[src/verilog/route_pkg.sv]
package route_pkg;

    // Router geometry
    localparam int num_inputs = 4;
    localparam int src_width = $clog2(num_inputs);

    // Lookup key widths
    localparam int log_ctx = 2;
    localparam int addr_width = 4;

    // Table size per routing table, two halves of contexts x destinations
    localparam int log_table = 1 + log_ctx + addr_width;
    localparam int table_words = 1 << log_table;

    // Configuration stream word, only the low entry bits are stored
    localparam int cfg_width = 16;

    // Next-hop entry layout
    localparam int entry_width = 9;
    localparam int route_valid_bit = 8;
    localparam int port_width = 2;
    localparam int num_outputs = 1 << port_width;

    typedef logic [log_ctx-1:0] ccid_t;
    typedef logic [addr_width-1:0] dest_t;
    typedef logic [entry_width-1:0] entry_t;

endpackage

[src/verilog/lookup_if.sv]
interface lookup_if
    import route_pkg::*;
();

    // Port A results
    logic valid_a;
    ccid_t ccid_a;
    entry_t nexthop_a;

    // Port B results
    logic valid_b;
    ccid_t ccid_b;
    entry_t nexthop_b;

    // Driven by the routing table
    modport tbl (
        output valid_a,
        output ccid_a,
        output nexthop_a,
        output valid_b,
        output ccid_b,
        output nexthop_b
    );

    // Consumed by the route arbiter
    modport arbiter (
        input valid_a,
        input ccid_a,
        input nexthop_a,
        input valid_b,
        input ccid_b,
        input nexthop_b
    );

endinterface

[src/verilog/dual_bram.sv]
module dual_bram
    import route_pkg::*;
(
    input  logic                 clock,
    input  logic                 enable,
    input  logic                 wen,
    input  logic [log_table-1:0] waddr,
    input  entry_t               din,
    input  logic [log_table-1:0] raddr_a,
    input  logic [log_table-1:0] raddr_b,
    output entry_t               dout_a,
    output entry_t               dout_b
);

    entry_t mem [table_words];

    // Configuration writes are not held by the lookup stall
    always_ff @(posedge clock)
    begin
        if (wen)
        begin
            mem[waddr] <= din;
        end
    end

    // Two registered read ports sharing the stall enable
    always_ff @(posedge clock)
    begin
        if (enable)
        begin
            dout_a <= mem[raddr_a];
            dout_b <= mem[raddr_b];
        end
    end

endmodule

[src/verilog/routing_table.sv]
module routing_table
    import route_pkg::*;
(
    input  logic                 clock,
    input  logic                 reset,
    input  logic                 enable,

    // Configuration chain
    input  logic [cfg_width-1:0] cfg_in,
    input  logic                 cfg_in_valid,
    output logic [cfg_width-1:0] cfg_out,
    output logic                 cfg_out_valid,

    // Lookup port A, lower half of the memory
    input  logic                 req_valid_a,
    input  ccid_t                ccid_a,
    input  dest_t                dest_a,

    // Lookup port B, upper half of the memory
    input  logic                 req_valid_b,
    input  ccid_t                ccid_b,
    input  dest_t                dest_b,

    lookup_if.tbl                lookup
);

    logic [log_table:0] words_loaded;
    logic config_done;
    logic load_wen;
    logic [log_table-1:0] raddr_a;
    logic [log_table-1:0] raddr_b;
    logic valid_a_q;
    logic valid_b_q;
    ccid_t ccid_a_q;
    ccid_t ccid_b_q;
    entry_t dout_a;
    entry_t dout_b;

    assign config_done = (words_loaded == (log_table + 1)'(table_words));
    assign load_wen = cfg_in_valid & ~config_done;

    // Stream passes on untouched once this table is full
    assign cfg_out = cfg_in;
    assign cfg_out_valid = cfg_in_valid & config_done;

    assign raddr_a = {1'b0, ccid_a, dest_a};
    assign raddr_b = {1'b1, ccid_b, dest_b};

    // Word counter doubles as the write address
    always_ff @(posedge clock or posedge reset)
    begin
        if (reset)
        begin
            words_loaded <= '0;
        end
        else if (load_wen)
        begin
            words_loaded <= words_loaded + 1'b1;
        end
    end

    dual_bram u_bram (
        .clock   (clock),
        .enable  (enable),
        .wen     (load_wen),
        .waddr   (words_loaded[log_table-1:0]),
        .din     (cfg_in[entry_width-1:0]),
        .raddr_a (raddr_a),
        .raddr_b (raddr_b),
        .dout_a  (dout_a),
        .dout_b  (dout_b)
    );

    // Align ccid and valid with the one cycle RAM read
    always_ff @(posedge clock or posedge reset)
    begin
        if (reset)
        begin
            valid_a_q <= 1'b0;
            valid_b_q <= 1'b0;
            ccid_a_q <= '0;
            ccid_b_q <= '0;
        end
        else if (enable)
        begin
            // No lookups before the table holds its entries
            valid_a_q <= req_valid_a & config_done;
            valid_b_q <= req_valid_b & config_done;
            ccid_a_q <= ccid_a;
            ccid_b_q <= ccid_b;
        end
    end

    assign lookup.valid_a = valid_a_q;
    assign lookup.ccid_a = ccid_a_q;
    assign lookup.nexthop_a = dout_a;
    assign lookup.valid_b = valid_b_q;
    assign lookup.ccid_b = ccid_b_q;
    assign lookup.nexthop_b = dout_b;

endmodule

[src/verilog/route_arbiter.sv]
module route_arbiter
    import route_pkg::*;
(
    input  logic                                    clock,
    input  logic                                    reset,
    input  logic                                    enable,

    // Results from table 0 (inputs 0, 1) and table 1 (inputs 2, 3)
    lookup_if.arbiter                               lookup_lo,
    lookup_if.arbiter                               lookup_hi,

    // Per input responses
    output logic   [num_inputs-1:0]                 resp_valid,
    output ccid_t  [num_inputs-1:0]                 resp_ccid,
    output entry_t [num_inputs-1:0]                 resp_nexthop,
    output logic   [num_inputs-1:0]                 resp_grant,

    // Per output port winner
    output logic   [num_outputs-1:0]                out_valid,
    output logic   [num_outputs-1:0][src_width-1:0] out_src
);

    logic   [num_inputs-1:0] in_valid;
    ccid_t  [num_inputs-1:0] in_ccid;
    entry_t [num_inputs-1:0] in_nexthop;

    // req[p][i] set when input i wants output p
    logic [num_outputs-1:0][num_inputs-1:0] req;
    logic [num_outputs-1:0][src_width-1:0] ptr;
    logic [num_outputs-1:0] win_valid;
    logic [num_outputs-1:0][src_width-1:0] win_src;
    logic [num_inputs-1:0] grant;

    // Flatten both tables into input order
    assign in_valid = {lookup_hi.valid_b, lookup_hi.valid_a,
                       lookup_lo.valid_b, lookup_lo.valid_a};
    assign in_ccid = {lookup_hi.ccid_b, lookup_hi.ccid_a,
                      lookup_lo.ccid_b, lookup_lo.ccid_a};
    assign in_nexthop = {lookup_hi.nexthop_b, lookup_hi.nexthop_a,
                         lookup_lo.nexthop_b, lookup_lo.nexthop_a};

    always_comb
    begin
        for (int p = 0; p < num_outputs; p++)
        begin
            for (int i = 0; i < num_inputs; i++)
            begin
                req[p][i] = in_valid[i]
                          & in_nexthop[i][route_valid_bit]
                          & (in_nexthop[i][port_width-1:0] == port_width'(p));
            end
        end
    end

    // First requester at or after the pointer wins
    always_comb
    begin
        logic [src_width-1:0] idx;

        idx = '0;
        for (int p = 0; p < num_outputs; p++)
        begin
            win_valid[p] = 1'b0;
            win_src[p] = '0;
            for (int k = 0; k < num_inputs; k++)
            begin
                idx = ptr[p] + src_width'(k);
                if (!win_valid[p] && req[p][idx])
                begin
                    win_valid[p] = 1'b1;
                    win_src[p] = idx;
                end
            end
        end
    end

    // An input requests one port at most, so its grant is any win naming it
    always_comb
    begin
        grant = '0;
        for (int p = 0; p < num_outputs; p++)
        begin
            if (win_valid[p])
            begin
                grant[win_src[p]] = 1'b1;
            end
        end
    end

    always_ff @(posedge clock or posedge reset)
    begin
        if (reset)
        begin
            resp_valid <= '0;
            resp_grant <= '0;
            out_valid <= '0;
            ptr <= '0;
        end
        else if (enable)
        begin
            resp_valid <= in_valid;
            resp_grant <= grant;
            out_valid <= win_valid;
            for (int p = 0; p < num_outputs; p++)
            begin
                if (win_valid[p])
                begin
                    ptr[p] <= win_src[p] + 1'b1;
                end
            end
        end
    end

    // Payload
    always_ff @(posedge clock)
    begin
        if (enable)
        begin
            resp_ccid <= in_ccid;
            resp_nexthop <= in_nexthop;
            out_src <= win_src;
        end
    end

endmodule

[src/verilog/route_unit.sv]
module route_unit
    import route_pkg::*;
(
    input  logic                                    clock,
    input  logic                                    reset,
    input  logic                                    enable,

    // Configuration chain
    input  logic   [cfg_width-1:0]                  cfg_in,
    input  logic                                    cfg_in_valid,
    output logic   [cfg_width-1:0]                  cfg_out,
    output logic                                    cfg_out_valid,

    // Lookup requests
    input  logic   [num_inputs-1:0]                 req_valid,
    input  ccid_t  [num_inputs-1:0]                 req_ccid,
    input  dest_t  [num_inputs-1:0]                 req_dest,

    // Responses
    output logic   [num_inputs-1:0]                 resp_valid,
    output ccid_t  [num_inputs-1:0]                 resp_ccid,
    output entry_t [num_inputs-1:0]                 resp_nexthop,
    output logic   [num_inputs-1:0]                 resp_grant,
    output logic   [num_outputs-1:0]                out_valid,
    output logic   [num_outputs-1:0][src_width-1:0] out_src
);

    // Chain link from table 0 to table 1
    logic [cfg_width-1:0] cfg_mid;
    logic cfg_mid_valid;

    lookup_if lookup_lo ();
    lookup_if lookup_hi ();

    // Table 0 loads first and serves inputs 0 and 1
    routing_table u_table_lo (
        .clock         (clock),
        .reset         (reset),
        .enable        (enable),
        .cfg_in        (cfg_in),
        .cfg_in_valid  (cfg_in_valid),
        .cfg_out       (cfg_mid),
        .cfg_out_valid (cfg_mid_valid),
        .req_valid_a   (req_valid[0]),
        .ccid_a        (req_ccid[0]),
        .dest_a        (req_dest[0]),
        .req_valid_b   (req_valid[1]),
        .ccid_b        (req_ccid[1]),
        .dest_b        (req_dest[1]),
        .lookup        (lookup_lo)
    );

    // Table 1 takes the next 128 words, serves inputs 2 and 3
    routing_table u_table_hi (
        .clock         (clock),
        .reset         (reset),
        .enable        (enable),
        .cfg_in        (cfg_mid),
        .cfg_in_valid  (cfg_mid_valid),
        .cfg_out       (cfg_out),
        .cfg_out_valid (cfg_out_valid),
        .req_valid_a   (req_valid[2]),
        .ccid_a        (req_ccid[2]),
        .dest_a        (req_dest[2]),
        .req_valid_b   (req_valid[3]),
        .ccid_b        (req_ccid[3]),
        .dest_b        (req_dest[3]),
        .lookup        (lookup_hi)
    );

    route_arbiter u_arbiter (
        .clock        (clock),
        .reset        (reset),
        .enable       (enable),
        .lookup_lo    (lookup_lo),
        .lookup_hi    (lookup_hi),
        .resp_valid   (resp_valid),
        .resp_ccid    (resp_ccid),
        .resp_nexthop (resp_nexthop),
        .resp_grant   (resp_grant),
        .out_valid    (out_valid),
        .out_src      (out_src)
    );

endmodule

[config.mk]
export PLATFORM = sky130hd
export DESIGN_NAME = route_unit
export DESIGN_NICKNAME = d
export VERILOG_FILES = /design/src/verilog/route_pkg.sv /design/src/verilog/lookup_if.sv /design/src/verilog/dual_bram.sv /design/src/verilog/routing_table.sv /design/src/verilog/route_arbiter.sv /design/src/verilog/route_unit.sv
export SDC_FILE = /design/constraint.sdc
export NUM_CORES = 2
export LEC_CHECK = 0
export BUFFER_PORTS_ARGS = -buffer_cell sky130_fd_sc_hd__buf_2
export CORE_MARGIN = 3
export CORE_UTILIZATION = 39
export DETAILED_ROUTE_END_ITERATION = 7
export HOLD_SLACK_MARGIN = 0.02
export PLACE_DENSITY = 0.58
export SYNTH_ARGS = -nofsm -noshare
export SYNTH_HDL_FRONTEND = slang
export SYNTH_SLANG_ARGS = --single-unit
[constraint.sdc]
create_clock -name clock -period 6 [get_ports clock]
set_clock_uncertainty 0.05 [all_clocks]
set_input_delay 1.2 -clock clock [delete_from_list [all_inputs] [get_ports clock]]
set_output_delay 1.2 -clock clock [all_outputs]
set_load 0.03 [all_outputs]
Word level (Yosys, flattened, before mapping)
Memory sizes are Yosys's and may differ from the RTL's. A register that Yosys moved wholly into a read port is not among the register bits.
Index checks and enable logic that the tools add are counted.
{ "op_classes": {"n_addsub": 18, "n_bitwise": 33, "n_lt_le_gt_ge": 24, "n_mux": 80, "n_eq_ne": 14, "n_reduce_logical": 36} }
{ "op_table": {"columns": ["cell", "n"], "rows": [
  ["2-bit by 3-bit < comparator with 1-bit output (second input constant)", 20],
  ["1-bit two-way mux", 40],
  ["1-bit binary-select mux with 2-bit select", 16],
  ["2-bit two-way mux", 16],
  ["1-bit AND", 28],
  ["2-bit by 1-bit adder with 2-bit output (second input constant)", 8],
  ["2-bit adder (second input constant)", 8],
  ["8-bit by 1-bit adder with 8-bit output (second input constant)", 2],
  ["2-bit equality test (second input constant)", 8],
  ["8-bit equality test (second input constant)", 2],
  ["1-bit logical AND", 16],
  ["4-bit two-way mux", 4],
  ["1-bit zero test", 12],
  ["4-bit bitwise OR", 3],
  ["1-bit demux with 2-bit select", 4],
  ["2-bit by 1-bit equality test with 1-bit output (second input constant)", 4],
  ["2-bit by 1-bit greater-or-equal comparator with 1-bit output (second input constant)", 4],
  ["2-bit zero test", 4],
  ["2-bit AND reduction", 4],
  ["1-bit inverter", 2]
]} }
{ "word_totals": {"out_inout_bits": 81, "memories": 2, "regBits": 100, "elab_cells": 236, "input_bits": 48, "ramBits": 2304} }
{ "mem_list": {"columns": ["name", "depth", "width", "read_ports", "rd_ports_with_merged_regs", "wr", "line", "source"], "rows": [
  ["u_table_hi.u_bram.mem", 128, 9, 2, 2, 1, "dual_bram.sv:15", "entry_t mem [table_words];"],
  ["u_table_lo.u_bram.mem", 128, 9, 2, 2, 1, "dual_bram.sv:15", null]
]} }

Longest topological paths before layout
{ "logic_depth": {"word_depth": 25, "ltp_mapped": 9, "mapped_depth_nobuf": 8} }

Modules after synthesis
Synthesis repeated with hierarchy kept, for this count alone.
{ "unflattened": {"hier_cells": 4939, "hier_area_um2": 112444.1} }
{ "modules_own_cells": {"columns": ["module", "n_inst", "seq_area_each_um2", "area_each_um2", "cells_each"], "rows": [
  ["dual_bram", 2, 35133.7, 53877.9, 2297],
  ["route_arbiter", 1, 2062.0, 3089.2, 205],
  ["routing_table", 2, 350.3, 799.5, 70]
]} }

Least setup slack after synthesis
OpenSTA, ideal clock, no wires.
{ "synth_path": {"path_type": "input to register", "startpoint": "in req_dest[4] in the netlist's numbering", "endpoint": "reg u_table_lo.u_bram.dout_b[0], read port of u_table_lo.u_bram.mem (data pin)", "setup_slack_ns": 2.513, "cell_stages": 9, "t_arrival_ns": 3.167, "n_path_buf": 4, "cell_sequence": "buf_4 buf_2 buf_2 buf_2 mux4_2 mux2i_1 mux2i_1 a32oi_1 o21ai_0"} }
{ "synth_rtl": {"columns": ["element", "line", "source"], "rows": [
  ["start, declared", "route_unit.sv:17", "input dest_t [num_inputs-1:0] req_dest,"],
  ["end, declared", "dual_bram.sv:12", "output entry_t dout_b"]
]} }

Worst setup path after layout
{ "layout_path": {"startpoint": "reg u_table_lo.words_loaded[5]", "endpoint": "out cfg_out_valid"} }
{ "layout_between": {"elab_chain_len": 3} }
{ "layout_lines": {"columns": ["element", "line", "source"], "rows": [
  ["start, declared", "routing_table.sv:27", "logic [log_table:0] words_loaded;"],
  ["start signal, assigned", "routing_table.sv:58", "words_loaded <= words_loaded + 1'b1;"],
  ["8-bit equality test", "routing_table.sv:39", "assign config_done = (words_loaded == (log_table + 1)'(table_words));"],
  ["1-bit AND (2 in series)", "routing_table.sv:44", "assign cfg_out_valid = cfg_in_valid & config_done;"],
  ["end, declared", "route_unit.sv:12", "output logic cfg_out_valid,"]
]} }
No other way between the ends.

==> summary.md <==
| Metric | Value |
|---|---|
| Slew margin rel. | between 20% and 30% |
| Max-Cap Viols | 0 |
| Crit Path Max Fanout | 11 |
| Clk_lat worst skew | about 0.91 ns |
| Post-synthesis cell area | ~94000 µm² |
| Initial antenna violation count | 11 |
| Min-Delay Path Class | input pin to asynchronous set/reset pin |
| Setup TNS Final | 0 ns |
| Cells after Synth | 4326 |
| DRT antenna net count | 0 |
| Rows | 179 |
| WS Path Type | register to output port |
| Clock root buffer | clkbuf_16 |
| PostCTS Resize Cnt | 0 |
| Sequential area share after synthesis | 77.43% |
| Die Wd | 497.8 µm |
| Final nets | 4628 |
| Vias in the first global route | 45530 |
| Tcrit/Tclk final | 75.25% |
| WL per Instance | roughly 29 µm |
| Via Count | 44220 |
| Final setup vio count | 0 |
| YS warnings | 0 |
| Starting Density | 39.43% |
| GP Congestion | just under 0.8 |
| CTS tree | built |
| Vias/cell | 5.585 |
| Ys async rst share | 1.967% |
| Syn_area_per_cell | 21.80 µm² |
| Tmin final | 4.515 ns |
| Worst Path Arrival | 3.27 ns |
| Fmax | 221.5 MHz |
| Top cell type's share of synthesized area | about three quarters |
| VDD IR-drop max | around 300 µV |
| Grt total ovfl | 0 |
| RSZ-0062 raised after global routing | false |
| P_leak | 33.41 nW |
| Max Slew Vio Count | 0 |
| Worst setup EP type | output port |
| Post-synth EDFFs | 2392 |
| WL final | 227500 µm |
| Initial drt markers | 4536 |
| Num CTS Buffers | 276 |
| Area taken by multi-input logic gates | approximately 20000 µm² |
| Status | complete, no violations |
| Post-synth top area cell | edfxtp_1 |
| Drt pass-1 iters | 5 |
| GRT Util Overall | 18.22% |
| Critical Path RT | 4.75 ns |
| Post-CTS Hold Buffers | 0 |
| Largest cells by area after synthesis | edfxtp_1 (76%), mux4_2 (15%), dfrtp_1 (1.3%), nor2_1 (1.2%), mux2i_1 (1.1%) |
| Filler cell count | 20010 |
| Share of post-route cells with drive strength above 1 | 25.81% |
| Fin. Hold Viols | 0 |
| First-pass GRT wire length | 330600 µm |
| I/O Pins | roughly 130 |
| Core footprint | between 200000 and 250000 µm² |
| Clock tree buffer depth | 4 |
| Unique cell type count in the Yosys netlist | 63 |
| Area growth from synthesis to layout | 13.56% |
| Clock sinks | 2440 |
| Top FF cell, synth | edfxtp_1 |
| Drt drc | 0 |
| Final worst slack | 1.485 ns |
| Pre-CTS setup slack | ~1.2 ns |
| Syn Nets | 4394 |
| Largest net degree at the start of global routing | 163 |
| Chip height | 497.8 µm |
| P per Cell Area | between 300 and 400 nW/µm² |
| PortBufs | 114 |
| Register bit total from synthesis | 2440 |
| # Post-CTS Setup Buffers | 0 |
| Sequential cell area | 73030 µm² |
| H-tree levels | 5 |
| Post-DP HPWL | 135700 µm |
| CTS clock-pin slew for the worst setup and hold paths | 0.06 ns |
| Die ar. | 247800 µm² |
| CP startpoint kind | register |
| Worst-Margin Slew | 1.136 ns |
layout make-up:
cell class / instances / area share, %
diodes: 3 / 0.007009
clock buffers: 343 / 6.829
clock inverters: 122 / 1.021
inverters: 34 / 0.1203
multi-input cells: 1615 / 18.73
flip-flops and latches: 2440 / 68.18
well taps: 3167 / 3.700
repair buffers: 193 / 1.408
synth_stat cells (10+ instances only):
library cell	instances
edfxtp_1	2392
mux4_2	613
nor2_1	304
mux2i_1	101
clkbuf_1	97
a22oi_1	94
buf_2	90
nand2_1	81
a21oi_1	61
dfrtp_1	48
nand3_1	38
o21ai_0	35
mux2_2	34
inv_1	31
nor2b_1	29
buf_1	24
buf_4	22
ha_1	20
a221oi_1	18
o22ai_1	14
o221ai_1	13
a211oi_1	12
xnor2_1	12
a32oi_1	10
sequential cells by signal, indices dropped and copies added, names as in the netlist, 4 cells and up:
signal and cells:
u_arbiter.resp_valid 4, u_table_lo.u_bram.dout_a 9, u_arbiter.resp_nexthop 36, u_arbiter.resp_ccid 8
u_table_hi.u_bram.dout_b 9, u_arbiter.ptr 8, u_arbiter.out_valid 4, u_table_hi.u_bram.dout_a 9
u_table_lo.u_bram.dout_b 9, u_table_hi.words_loaded 8, u_table_lo.u_bram.mem 1152, u_table_lo.words_loaded 8
u_arbiter.out_src 8, u_table_hi.u_bram.mem 1152, u_arbiter.resp_grant 4
final timing paths:
check	startpoint	endpoint	slack, ns	cells after the start
min	reset	u_arbiter.resp_valid[1]	0.11	2
max in group asynchronous	reset	u_arbiter.resp_grant[1]	4.69	3
min in group clock	u_table_hi.u_bram.dout_a[6]	u_arbiter.resp_nexthop[24]	0.37	0
max reg2reg	u_table_lo.words_loaded[5]	u_table_hi.u_bram.mem[24][1]	1.95	5
min reg2reg	u_table_hi.u_bram.dout_a[6]	u_arbiter.resp_nexthop[24]	0.37	0
max	u_table_lo.words_loaded[5]	cfg_out_valid	1.48	4
worst max-delay path, stage by stage, from the launching register on:
cell	delay, ns
dfrtp_1	0.49
or4_4	0.64
nor3_2	0.50
and3_1	0.44
buf_2	0.27
report_power, final:
group          internal (mW)  total [mW]  leakage [nW]  switching (mW)
sequential              19.0        19.1          22.2           0.145
combinational          0.681        2.10          7.11            1.42
clock                   9.39        15.9          4.10            6.51
cells in the final DEF, fill, tap and decap left out, types with 14 or more instances in the layout:
master,instances
nand3_1,38
bufinv_16,18
clkbuf_1,57
ha_1,20
buf_2,93
nor2_1,303
clkinv_1,51
mux4_2,613
a21oi_1,61
mux2_2,34
buf_4,70
nor2b_1,29
dfrtp_1,48
clkbuf_16,281
edfxtp_1,2392
inv_1,30
a221oi_1,18
mux2i_1,101
a22oi_1,94
nand2_1,77
o22ai_1,14
clkinv_2,33
buf_12,15
o21ai_0,35
stage by stage:
step	hold WS, ns	area [µm²]	power, mW	util, %	instances
detailed placement	0.3655	98690	21.61	41.26	7449
finish	0.1078	107100	37.12	44.78	7917
global route	0.05514	107100	38.33	44.78	7915
CTS	0.03233	107100	37.49	44.77	7914
global placement	0.3521	98690	21.57	41.26	7449
floorplan	0.3503	94320	20.59	-	4326
routing by layer:
metal	GRT usage [%]	vias to the layer above	wire, µm
li1	-	18610	-
met1	25.28	23770	95290
met2	29.68	1494	112000
met3	3.211	334	13690
met4	5.317	8	6504
met5	0	-	52
kinds of logic (layout without fill, tap and decap cells):
family | count (synthesis) | count (layout) | share of synthesized area (%)
flip-flops | 2440 | 2440 | 77.43
other | 0 | 3 | 0
AO/OA/AOI/OAI | 300 | 300 | 2.190
buffers and inverters | 271 | 692 | 1.317
adder cells (fa/ha/maj) | 20 | 20 | 0.2653
XOR/XNOR | 14 | 14 | 0.1300
AND/OR/NAND/NOR | 533 | 533 | 2.551
multiplexers | 748 | 748 | 16.12
(Power assumes the default switching activity.)
